===== src/include/issue_defines.svh =====
/* issue stage parameters */

`ifndef ISSUE_DEFINES_SVH
`define ISSUE_DEFINES_SVH

// architectural register count, r0 reads zero
`define ISSUE_NREG 32

// width of one register word
`define ISSUE_DATA_W 32

// one FUST row per unit: alu, load/store, branch
`define ISSUE_NFU 3

// producer tag is fu index plus one, zero means register file
`define ISSUE_TAG_W 2

// dispatch order counter per row, saturating
`define ISSUE_AGE_W 2

`endif


===== src/hw/issue_pkg.sv =====
/* issue stage types */

`include "issue_defines.svh"

package issue_pkg;

    // register index
    typedef logic [$clog2(`ISSUE_NREG)-1:0] regbits_t;

    // register data
    typedef logic [`ISSUE_DATA_W-1:0] word_t;

    // producer tag, zero when the operand sits in the register file
    typedef logic [`ISSUE_TAG_W-1:0] tag_t;

    // fu index: 0 alu, 1 ld/st, 2 branch
    typedef logic [$clog2(`ISSUE_NFU)-1:0] fu_idx_t;

    // row age in dispatch order
    typedef logic [`ISSUE_AGE_W-1:0] age_t;

    // per row issue state
    typedef enum logic [1:0] {
        FUST_EMPTY = 2'd0,
        FUST_WAIT  = 2'd1,
        FUST_RDY   = 2'd2,
        FUST_EX    = 2'd3
    } fust_state_e;

endpackage


===== src/hw/regfile.sv =====
/* scalar register file */

`timescale 1ns/1ns
`include "issue_defines.svh"

module regfile (
    input  logic                CLK,
    input  logic                nRST,
    input  logic                wen,
    input  issue_pkg::regbits_t wsel,
    input  issue_pkg::word_t    wdata,
    input  issue_pkg::regbits_t rsel1,
    input  issue_pkg::regbits_t rsel2,
    output issue_pkg::word_t    rdat1,
    output issue_pkg::word_t    rdat2
);

    issue_pkg::word_t [`ISSUE_NREG-1:0] regs;

    // r0 stays zero, writes to it are dropped
    always_ff @(posedge CLK, negedge nRST) begin
        if (!nRST) begin
            regs <= '0;
        end else if (wen && (wsel != '0)) begin
            regs[wsel] <= wdata;
        end
    end

    // read port with same cycle write forwarding
    function automatic issue_pkg::word_t read_port(input issue_pkg::regbits_t sel);
        issue_pkg::word_t val;
        val = regs[sel];
        if (sel == '0) begin
            val = '0;
        end else if (wen && (wsel == sel)) begin
            val = wdata;
        end
        return val;
    endfunction

    always_comb begin
        rdat1 = read_port(rsel1);
        rdat2 = read_port(rsel2);
    end

endmodule


===== src/hw/fust_table.sv =====
/* functional unit status table */

`timescale 1ns/1ns
`include "issue_defines.svh"

module fust_table (
    input  logic                                     CLK,
    input  logic                                     nRST,
    input  logic                                     disp_en,
    input  issue_pkg::fu_idx_t                       disp_fu,
    input  issue_pkg::regbits_t                      disp_rd,
    input  issue_pkg::regbits_t                      disp_rs1,
    input  issue_pkg::regbits_t                      disp_rs2,
    input  issue_pkg::tag_t                          disp_t1,
    input  issue_pkg::tag_t                          disp_t2,
    input  logic                                     disp_spec,
    input  logic                                     wb_en,
    input  issue_pkg::fu_idx_t                       wb_fu,
    input  issue_pkg::fust_state_e [`ISSUE_NFU-1:0]  state,
    input  logic [`ISSUE_NFU-1:0]                    flush_rows,
    output logic [`ISSUE_NFU-1:0]                    elig,
    output issue_pkg::regbits_t [`ISSUE_NFU-1:0]     row_rd,
    output issue_pkg::regbits_t [`ISSUE_NFU-1:0]     row_rs1,
    output issue_pkg::regbits_t [`ISSUE_NFU-1:0]     row_rs2,
    output logic [`ISSUE_NFU-1:0]                    spec
);

    issue_pkg::tag_t [`ISSUE_NFU-1:0] t1;
    issue_pkg::tag_t [`ISSUE_NFU-1:0] t2;
    logic [`ISSUE_NFU-1:0]            wr_row;
    issue_pkg::tag_t                  wb_tag;
    issue_pkg::tag_t                  new_t1;
    issue_pkg::tag_t                  new_t2;

    assign wb_tag = wb_fu + 2'd1;

    // a producer finishing this cycle is already resolved for the new row
    assign new_t1 = (wb_en && (disp_t1 == wb_tag)) ? '0 : disp_t1;
    assign new_t2 = (wb_en && (disp_t2 == wb_tag)) ? '0 : disp_t2;

    // a row accepts dispatch when empty or when its unit retires now
    always_comb begin
        for (int i = 0; i < `ISSUE_NFU; i++) begin
            wr_row[i] = disp_en && (disp_fu == issue_pkg::fu_idx_t'(i)) &&
                        ((state[i] == issue_pkg::FUST_EMPTY) ||
                         ((state[i] == issue_pkg::FUST_EX) && wb_en &&
                          (wb_fu == issue_pkg::fu_idx_t'(i))));
            elig[i] = ((state[i] == issue_pkg::FUST_WAIT) ||
                       (state[i] == issue_pkg::FUST_RDY)) &&
                      (t1[i] == '0) && (t2[i] == '0);
        end
    end

    always_ff @(posedge CLK, negedge nRST) begin
        if (!nRST) begin
            t1   <= '0;
            t2   <= '0;
            spec <= '0;
        end else begin
            for (int i = 0; i < `ISSUE_NFU; i++) begin
                if (wr_row[i]) begin
                    t1[i]   <= new_t1;
                    t2[i]   <= new_t2;
                    spec[i] <= disp_spec;
                end else if (flush_rows[i]) begin
                    t1[i]   <= '0;
                    t2[i]   <= '0;
                    spec[i] <= 1'b0;
                end else if (wb_en) begin
                    // wakeup on writeback
                    if (t1[i] == wb_tag) t1[i] <= '0;
                    if (t2[i] == wb_tag) t2[i] <= '0;
                end
            end
        end
    end

    // register names captured at dispatch
    always_ff @(posedge CLK) begin
        for (int i = 0; i < `ISSUE_NFU; i++) begin
            if (wr_row[i]) begin
                row_rd[i]  <= disp_rd;
                row_rs1[i] <= disp_rs1;
                row_rs2[i] <= disp_rs2;
            end
        end
    end

endmodule


===== src/hw/fust_age.sv =====
/* row age tracking */

`timescale 1ns/1ns
`include "issue_defines.svh"

module fust_age (
    input  logic                                    CLK,
    input  logic                                    nRST,
    input  logic                                    disp_en,
    input  issue_pkg::fu_idx_t                      disp_fu,
    input  issue_pkg::fust_state_e [`ISSUE_NFU-1:0] state,
    input  logic [`ISSUE_NFU-1:0]                   elig,
    output logic [`ISSUE_NFU-1:0]                   oldest
);

    issue_pkg::age_t [`ISSUE_NFU-1:0] age;
    issue_pkg::age_t [`ISSUE_NFU-1:0] next_age;
    logic [`ISSUE_NFU-1:0]            disp_hit;
    issue_pkg::age_t                  best_age;
    logic                             found;

    always_comb begin
        for (int i = 0; i < `ISSUE_NFU; i++) begin
            disp_hit[i] = disp_en && (disp_fu == issue_pkg::fu_idx_t'(i));
            case (state[i])
                issue_pkg::FUST_EMPTY,
                issue_pkg::FUST_EX: next_age[i] = disp_hit[i] ? 2'd1 : 2'd0;
                // live rows grow older with every new dispatch
                default: next_age[i] = (disp_en && (age[i] != '1)) ? age[i] + 2'd1 : age[i];
            endcase
        end
    end

    always_ff @(posedge CLK, negedge nRST) begin
        if (!nRST) begin
            age <= '0;
        end else begin
            age <= next_age;
        end
    end

    // strict compare keeps the lowest index on a tie
    always_comb begin
        oldest   = '0;
        best_age = '0;
        found    = 1'b0;
        for (int i = 0; i < `ISSUE_NFU; i++) begin
            if (elig[i] && (!found || (age[i] > best_age))) begin
                found     = 1'b1;
                best_age  = age[i];
                oldest    = '0;
                oldest[i] = 1'b1;
            end
        end
    end

    // a live row always carries the age set by its dispatch
    for (genvar g = 0; g < `ISSUE_NFU; g++) begin : g_live_age
        assert property (@(posedge CLK) disable iff (!nRST)
            ((state[g] == issue_pkg::FUST_WAIT) || (state[g] == issue_pkg::FUST_RDY)) |->
                (age[g] != '0));
    end

endmodule


===== src/hw/issue_fsm.sv =====
/* per row issue state machine */

`timescale 1ns/1ns
`include "issue_defines.svh"

module issue_fsm (
    input  logic                                    CLK,
    input  logic                                    nRST,
    input  logic                                    disp_en,
    input  issue_pkg::fu_idx_t                      disp_fu,
    input  logic                                    wb_en,
    input  issue_pkg::fu_idx_t                      wb_fu,
    input  logic                                    branch_miss,
    input  logic                                    freeze,
    input  logic [`ISSUE_NFU-1:0]                   elig,
    input  logic [`ISSUE_NFU-1:0]                   oldest,
    input  logic [`ISSUE_NFU-1:0]                   spec,
    output issue_pkg::fust_state_e [`ISSUE_NFU-1:0] state,
    output logic [`ISSUE_NFU-1:0]                   issue_sel,
    output logic [`ISSUE_NFU-1:0]                   busy,
    output logic [`ISSUE_NFU-1:0]                   flush_rows
);

    issue_pkg::fust_state_e [`ISSUE_NFU-1:0] next_state;
    logic [`ISSUE_NFU-1:0]                   wb_hit;
    logic [`ISSUE_NFU-1:0]                   disp_ok;

    always_comb begin
        for (int i = 0; i < `ISSUE_NFU; i++) begin
            wb_hit[i]     = wb_en && (wb_fu == issue_pkg::fu_idx_t'(i));
            // the unit frees up in the same cycle its result comes back
            busy[i]       = (state[i] != issue_pkg::FUST_EMPTY) && !wb_hit[i];
            disp_ok[i]    = disp_en && (disp_fu == issue_pkg::fu_idx_t'(i)) && !busy[i];
            flush_rows[i] = branch_miss && spec[i] &&
                            ((state[i] == issue_pkg::FUST_WAIT) ||
                             (state[i] == issue_pkg::FUST_RDY));
        end
    end

    // a row squashed this cycle must not also go out as a packet
    assign issue_sel = freeze ? '0 : (oldest & ~flush_rows);

    always_comb begin
        next_state = state;
        for (int i = 0; i < `ISSUE_NFU; i++) begin
            case (state[i])
                issue_pkg::FUST_EMPTY: begin
                    if (disp_ok[i]) next_state[i] = issue_pkg::FUST_WAIT;
                end
                issue_pkg::FUST_WAIT,
                issue_pkg::FUST_RDY: begin
                    if (flush_rows[i]) begin
                        next_state[i] = issue_pkg::FUST_EMPTY;
                    end else if (issue_sel[i]) begin
                        next_state[i] = issue_pkg::FUST_EX;
                    end else if (elig[i] && !freeze) begin
                        // passed over by an older row
                        next_state[i] = issue_pkg::FUST_RDY;
                    end
                end
                issue_pkg::FUST_EX: begin
                    if (wb_hit[i]) begin
                        next_state[i] = disp_ok[i] ? issue_pkg::FUST_WAIT
                                                   : issue_pkg::FUST_EMPTY;
                    end
                end
                default: next_state[i] = issue_pkg::FUST_EMPTY;
            endcase
        end
    end

    always_ff @(posedge CLK, negedge nRST) begin
        if (!nRST) begin
            for (int i = 0; i < `ISSUE_NFU; i++) begin
                state[i] <= issue_pkg::FUST_EMPTY;
            end
        end else begin
            state <= next_state;
        end
    end

    // results only come from units that were issued
    assert property (@(posedge CLK) disable iff (!nRST)
        wb_en |-> (state[wb_fu] == issue_pkg::FUST_EX));

    // dispatch targets a free unit, or one retiring in the same cycle
    assert property (@(posedge CLK) disable iff (!nRST)
        disp_en |-> !busy[disp_fu]);

endmodule


===== src/hw/issue_stage.sv =====
/* out-of-order issue stage */

`timescale 1ns/1ns
`include "issue_defines.svh"

module issue_stage (
    input  logic                  CLK,
    input  logic                  nRST,
    input  logic                  disp_en,
    input  issue_pkg::fu_idx_t    disp_fu,
    input  issue_pkg::regbits_t   disp_rd,
    input  issue_pkg::regbits_t   disp_rs1,
    input  issue_pkg::regbits_t   disp_rs2,
    input  issue_pkg::tag_t       disp_t1,
    input  issue_pkg::tag_t       disp_t2,
    input  logic                  disp_spec,
    input  logic                  wb_en,
    input  issue_pkg::fu_idx_t    wb_fu,
    input  issue_pkg::regbits_t   wb_rd,
    input  issue_pkg::word_t      wb_data,
    input  logic                  freeze,
    input  logic                  branch_miss,
    output logic                  issue_valid,
    output issue_pkg::fu_idx_t    issue_fu,
    output issue_pkg::regbits_t   issue_rd,
    output issue_pkg::word_t      issue_rdat1,
    output issue_pkg::word_t      issue_rdat2,
    output logic [`ISSUE_NFU-1:0] busy
);

    issue_pkg::fust_state_e [`ISSUE_NFU-1:0] state;
    logic [`ISSUE_NFU-1:0]                   elig;
    logic [`ISSUE_NFU-1:0]                   oldest;
    logic [`ISSUE_NFU-1:0]                   issue_sel;
    logic [`ISSUE_NFU-1:0]                   flush_rows;
    logic [`ISSUE_NFU-1:0]                   spec;
    issue_pkg::regbits_t [`ISSUE_NFU-1:0]    row_rd;
    issue_pkg::regbits_t [`ISSUE_NFU-1:0]    row_rs1;
    issue_pkg::regbits_t [`ISSUE_NFU-1:0]    row_rs2;
    issue_pkg::regbits_t                     rsel1;
    issue_pkg::regbits_t                     rsel2;
    issue_pkg::regbits_t                     sel_rd;
    issue_pkg::fu_idx_t                      sel_fu;
    issue_pkg::word_t                        rdat1;
    issue_pkg::word_t                        rdat2;

    regfile regfile_inst (
        .CLK, .nRST, .wen(wb_en), .wsel(wb_rd), .wdata(wb_data),
        .rsel1, .rsel2, .rdat1, .rdat2
    );

    fust_table fust_table_inst (
        .CLK, .nRST, .disp_en, .disp_fu, .disp_rd, .disp_rs1, .disp_rs2,
        .disp_t1, .disp_t2, .disp_spec, .wb_en, .wb_fu, .state, .flush_rows,
        .elig, .row_rd, .row_rs1, .row_rs2, .spec
    );

    fust_age fust_age_inst (
        .CLK, .nRST, .disp_en, .disp_fu, .state, .elig, .oldest
    );

    issue_fsm issue_fsm_inst (
        .CLK, .nRST, .disp_en, .disp_fu, .wb_en, .wb_fu, .branch_miss, .freeze,
        .elig, .oldest, .spec, .state, .issue_sel, .busy, .flush_rows
    );

    // route the selected row to the read ports, issue_sel is one-hot
    always_comb begin
        rsel1  = '0;
        rsel2  = '0;
        sel_rd = '0;
        sel_fu = '0;
        for (int i = 0; i < `ISSUE_NFU; i++) begin
            if (issue_sel[i]) begin
                rsel1  = row_rs1[i];
                rsel2  = row_rs2[i];
                sel_rd = row_rd[i];
                sel_fu = issue_pkg::fu_idx_t'(i);
            end
        end
    end

    always_ff @(posedge CLK, negedge nRST) begin
        if (!nRST) begin
            issue_valid <= 1'b0;
        end else if (!freeze) begin
            issue_valid <= |issue_sel;
        end
    end

    // packet fields load only with a new issue
    always_ff @(posedge CLK) begin
        if (!freeze && (|issue_sel)) begin
            issue_fu    <= sel_fu;
            issue_rd    <= sel_rd;
            issue_rdat1 <= rdat1;
            issue_rdat2 <= rdat2;
        end
    end

endmodule


===== config.mk =====
export PLATFORM = sky130hd
export DESIGN_NAME = issue_stage
export DESIGN_NICKNAME = d
export VERILOG_FILES = /design/src/hw/issue_pkg.sv /design/src/hw/regfile.sv /design/src/hw/fust_table.sv /design/src/hw/fust_age.sv /design/src/hw/issue_fsm.sv /design/src/hw/issue_stage.sv
export VERILOG_INCLUDE_DIRS = /design/src /design/src/include
export SDC_FILE = /design/constraint.sdc
export NUM_CORES = 2
export LEC_CHECK = 0
export ABC_AREA = 1
export BUFFER_PORTS_ARGS = -buffer_cell sky130_fd_sc_hd__buf_2
export CORE_UTILIZATION = 30
export CTS_CLUSTER_DIAMETER = 30
export DETAILED_ROUTE_END_ITERATION = 8
export HOLD_SLACK_MARGIN = 0.03
export PLACE_DENSITY_LB_ADDON = 0.2
export REMOVE_ABC_BUFFERS = 1
export SLEW_MARGIN = 20
export SYNTH_ARGS = -nofsm -noshare
export SYNTH_HDL_FRONTEND = slang
export SYNTH_SLANG_ARGS = --single-unit

===== constraint.sdc =====
create_clock -name CLK -period 4.4 [get_ports CLK]
set_input_delay 0.44 -clock CLK [delete_from_list [all_inputs] [get_ports CLK]]
set_output_delay 0.44 -clock CLK [all_outputs]
set_load 0.005 [all_outputs]

==> summary.txt <==
Outcome: complete, but fails checks
Failing checks: setup timing
CP Depth: 33
Yosys cell types: 49
Setup Skew: 60.2 ps
Pin count of the biggest net entering global routing: 123
TritonCTS buffer count: 350
DRT iter0 DRCs: 9437
Final Max Tran Viols: 0
Crit path buf inv count: 9
Final Non-Filler Cells: 13000
Hold Vio Cnt, Final: 0
Total number of vias: 71500
Synth Cell Area: 0.0662 mm^2
Row Count: 172
CTS Buffer Depth: 4
Area Growth Syn to Fin: 42.8%
Clock Latency Late Sink: 960 ps
Top_reg_cell synth: dfrtp_1
Critical Path RT: 5040 ps
Max Cap Viol: 0
Register area share after synthesis: 45.1%
Vias in the first global route: 67000
First-pass GRT wire length: 463 mm
Share of layout cells above drive strength 1: 20.2%
Initial Util: 30.1%
WL per Instance: 25.6 um
Synthesized instance count: 9265
IO buf count: 141
Nature of the critical path endpoint: flop
Mean area per synthesized cell: 7.14 um^2
Root Buffer: clkbuf_16
Worst-case reg-to-reg path depth: 33
Die H: 472 um
Synth warn: 0
Slowest CP cell: dfrtp_1
Slew @ Worst Pin: 1060 ps
Drt via density: 5.49
# fillers: 21700
TritonCTS Sinks: 1168
CP delay by family, top: simple AND/OR/NAND/NOR gates
CP max FO: 19
Final setup vio count: 64
Worst reg2reg path endpoint: issue_rdat1[11]
DR pass1 iterations: 9
Gpl congestion: 0.908
Worst relative slew slack: 29.0%
Fin crit share: 105%
Final WL: 334 mm
Clk pin slew, worst setup/hold paths: 40 ps
GR Overflow Total: 0
Crit-path max cell delay: 360 ps
Post-synth ARST share: 90.1%
Die X: 472 um
Minimum clock period: 4640 ps
Worst Hold Class: primary input to async pin
Die ar.: 0.222 mm^2
Min setup slack post-route: -240 ps
R2R Setup Slk: -240 ps
Worst setup SP type: flop
H-tree lvl count: 5
Critical path class: flop to flop
Post-synth EDFFs: 116
Maximum clock frequency: 0.216 GHz
# DRC: 0
Initial antenna violation count: 21
Total negative slack: -8650 ps
Post-synthesis sequential element count: 1168
Antenna-violating nets left: 0
TritonCTS clock tree: built
Total global-route track usage: 28.0%
RSZ-0062 raised after global routing: yes
Fin nets: 9983
Hpwl dp: 190 mm
Placed cell count: 12100
Fin util: 43.0%
CORE AREA: 0.220 mm^2
Worst r2r src: issue_fsm_inst.state[0]
# IOs: 142
Crit path arrival time: 5280 ps
CP dominant cell by count: nand2_1
-- cell usage in the layout (no fill, tap or decap), types with 68 or more instances in the layout --
master and n:
buf_2 140, nand2_2 96, nand3_2 108, o211ai_1 247, edfxtp_1 116, nand2_1 2652, clkinv_2 68, buf_4 380
buf_12 233, clkbuf_16 435, o21ai_0 1020, dfrtp_1 1052, a21oi_1 225, inv_1 863, buf_6 84, nor2_1 223
nand3_1 1412
-- final cells by class --
type | count | area, um^2 | share of cell area [%]
Multi-Input combinational cell | 6411 | 31500 | 33.4
Sequential cell | 1168 | 29800 | 31.6
Timing Repair Buffer | 1077 | 14200 | 15.1
Clock buffer | 468 | 9880 | 10.5
Tap cell | 2871 | 3590 | 3.80
Inverter | 889 | 3410 | 3.61
Clock inverter | 143 | 2000 | 2.12
Antenna cell | 6 | 15.0 | 0.0159
-- Yosys cell counts (20+ instances only) --
master | count | share of area [%]
inv_1 | 869 | 4.9
o21ai_1 | 27 | 0.20
nor2_1 | 302 | 1.7
buf_6 | 20 | 0.34
nand2_1 | 2779 | 16
edfxtp_1 | 116 | 5.3
dfrtp_1 | 1052 | 40
o21ai_0 | 1055 | 8.0
clkbuf_1 | 397 | 2.3
buf_2 | 321 | 2.4
buf_1 | 37 | 0.21
nand4_1 | 40 | 0.38
nand3_1 | 1528 | 12
o211ai_1 | 247 | 2.8
a21oi_1 | 289 | 2.2
nand3b_1 | 22 | 0.25
-- layer usage --
layer | GRT usage [%] | up-vias | part of all wire [%]
met5 | 0 | - | 0.024
met4 | 12.2 | 14 | 4.7
met3 | 5.70 | 891 | 11
met2 | 42.1 | 4323 | 43
met1 | 38.6 | 34600 | 42
li1 | - | 31700 | -
-- how the worst max path moves through the flow --
stage,start,endpoint,slack (ps)
after global placement,issue_fsm_inst.state[0],issue_rdat2[1],-510
after global routing,issue_fsm_inst.state[1],issue_rdat1[30],-480
after CTS,issue_fsm_inst.state[0],issue_rdat1[1],-100
final,issue_fsm_inst.state[0],issue_rdat1[11],-240
after detailed placement,issue_fsm_inst.state[0],issue_rdat2[1],-540
after floorplan,issue_fsm_inst.state[1],issue_rdat1[0],-15680
-- registers in the layout (all words and copies together) (netlist names) --
signal and count:
issue_rdat1 32, fust_table_inst.row_rs1 15, issue_rd 5, issue_valid 1, fust_table_inst.t1 6, fust_table_inst.spec 3
fust_table_inst.t2 6, fust_table_inst.row_rs2 15, issue_fsm_inst.state 6, fust_table_inst.row_rd 15, regfile_inst.regs 1024, issue_fu 2
fust_age_inst.age 6, issue_rdat2 32
-- worst reg2reg max path: cells and delay by family, from the launching register on --
kind                     cells  cell delay [ps]
AND/OR/NAND/NOR             17             1460
buffers and inverters        9             1300
adder cells (fa/ha/maj)      3              810
AO/OA/AOI/OAI                4              400
flip-flops                   1              360
-- logic make-up (layout without fill, tap and decap cells) --
family | after synthesis | in the layout | share of synthesized area [%]
adder cells (fa/ha/maj) | 19 | 19 | 0.359
AND/OR/NAND/NOR | 4733 | 4733 | 30.4
XOR/XNOR | 4 | 4 | 0.0529
other | 0 | 6 | 0
AO/OA/AOI/OAI | 1655 | 1655 | 13.6
buffers and inverters | 1686 | 2577 | 10.5
flip-flops | 1168 | 1168 | 45.1
-- through the flow --
step                      cell area [um^2]  hold WS (ps)  worst slack (ps)
after detailed placement             74600           366              -543
after global routing                 94500          92.0              -482
final                                94500          58.8              -240
after CTS                            89900          50.5              -102
after floorplan                      62500           144            -15680
after global placement               74600           365              -511
-- timing repair --
item                                   CTS  global route
buffers inserted                        93            62
endpoints found under the hold margin  675             0
setup endpoints to repair               64            64
resized for setup                      284           487
cloned                                  32            89
hold buffers                            59             0
pin swaps                               58           248
Power is not shown: default switching activity piles up to over one toggle a cycle in this logic, so the estimate is an artifact.
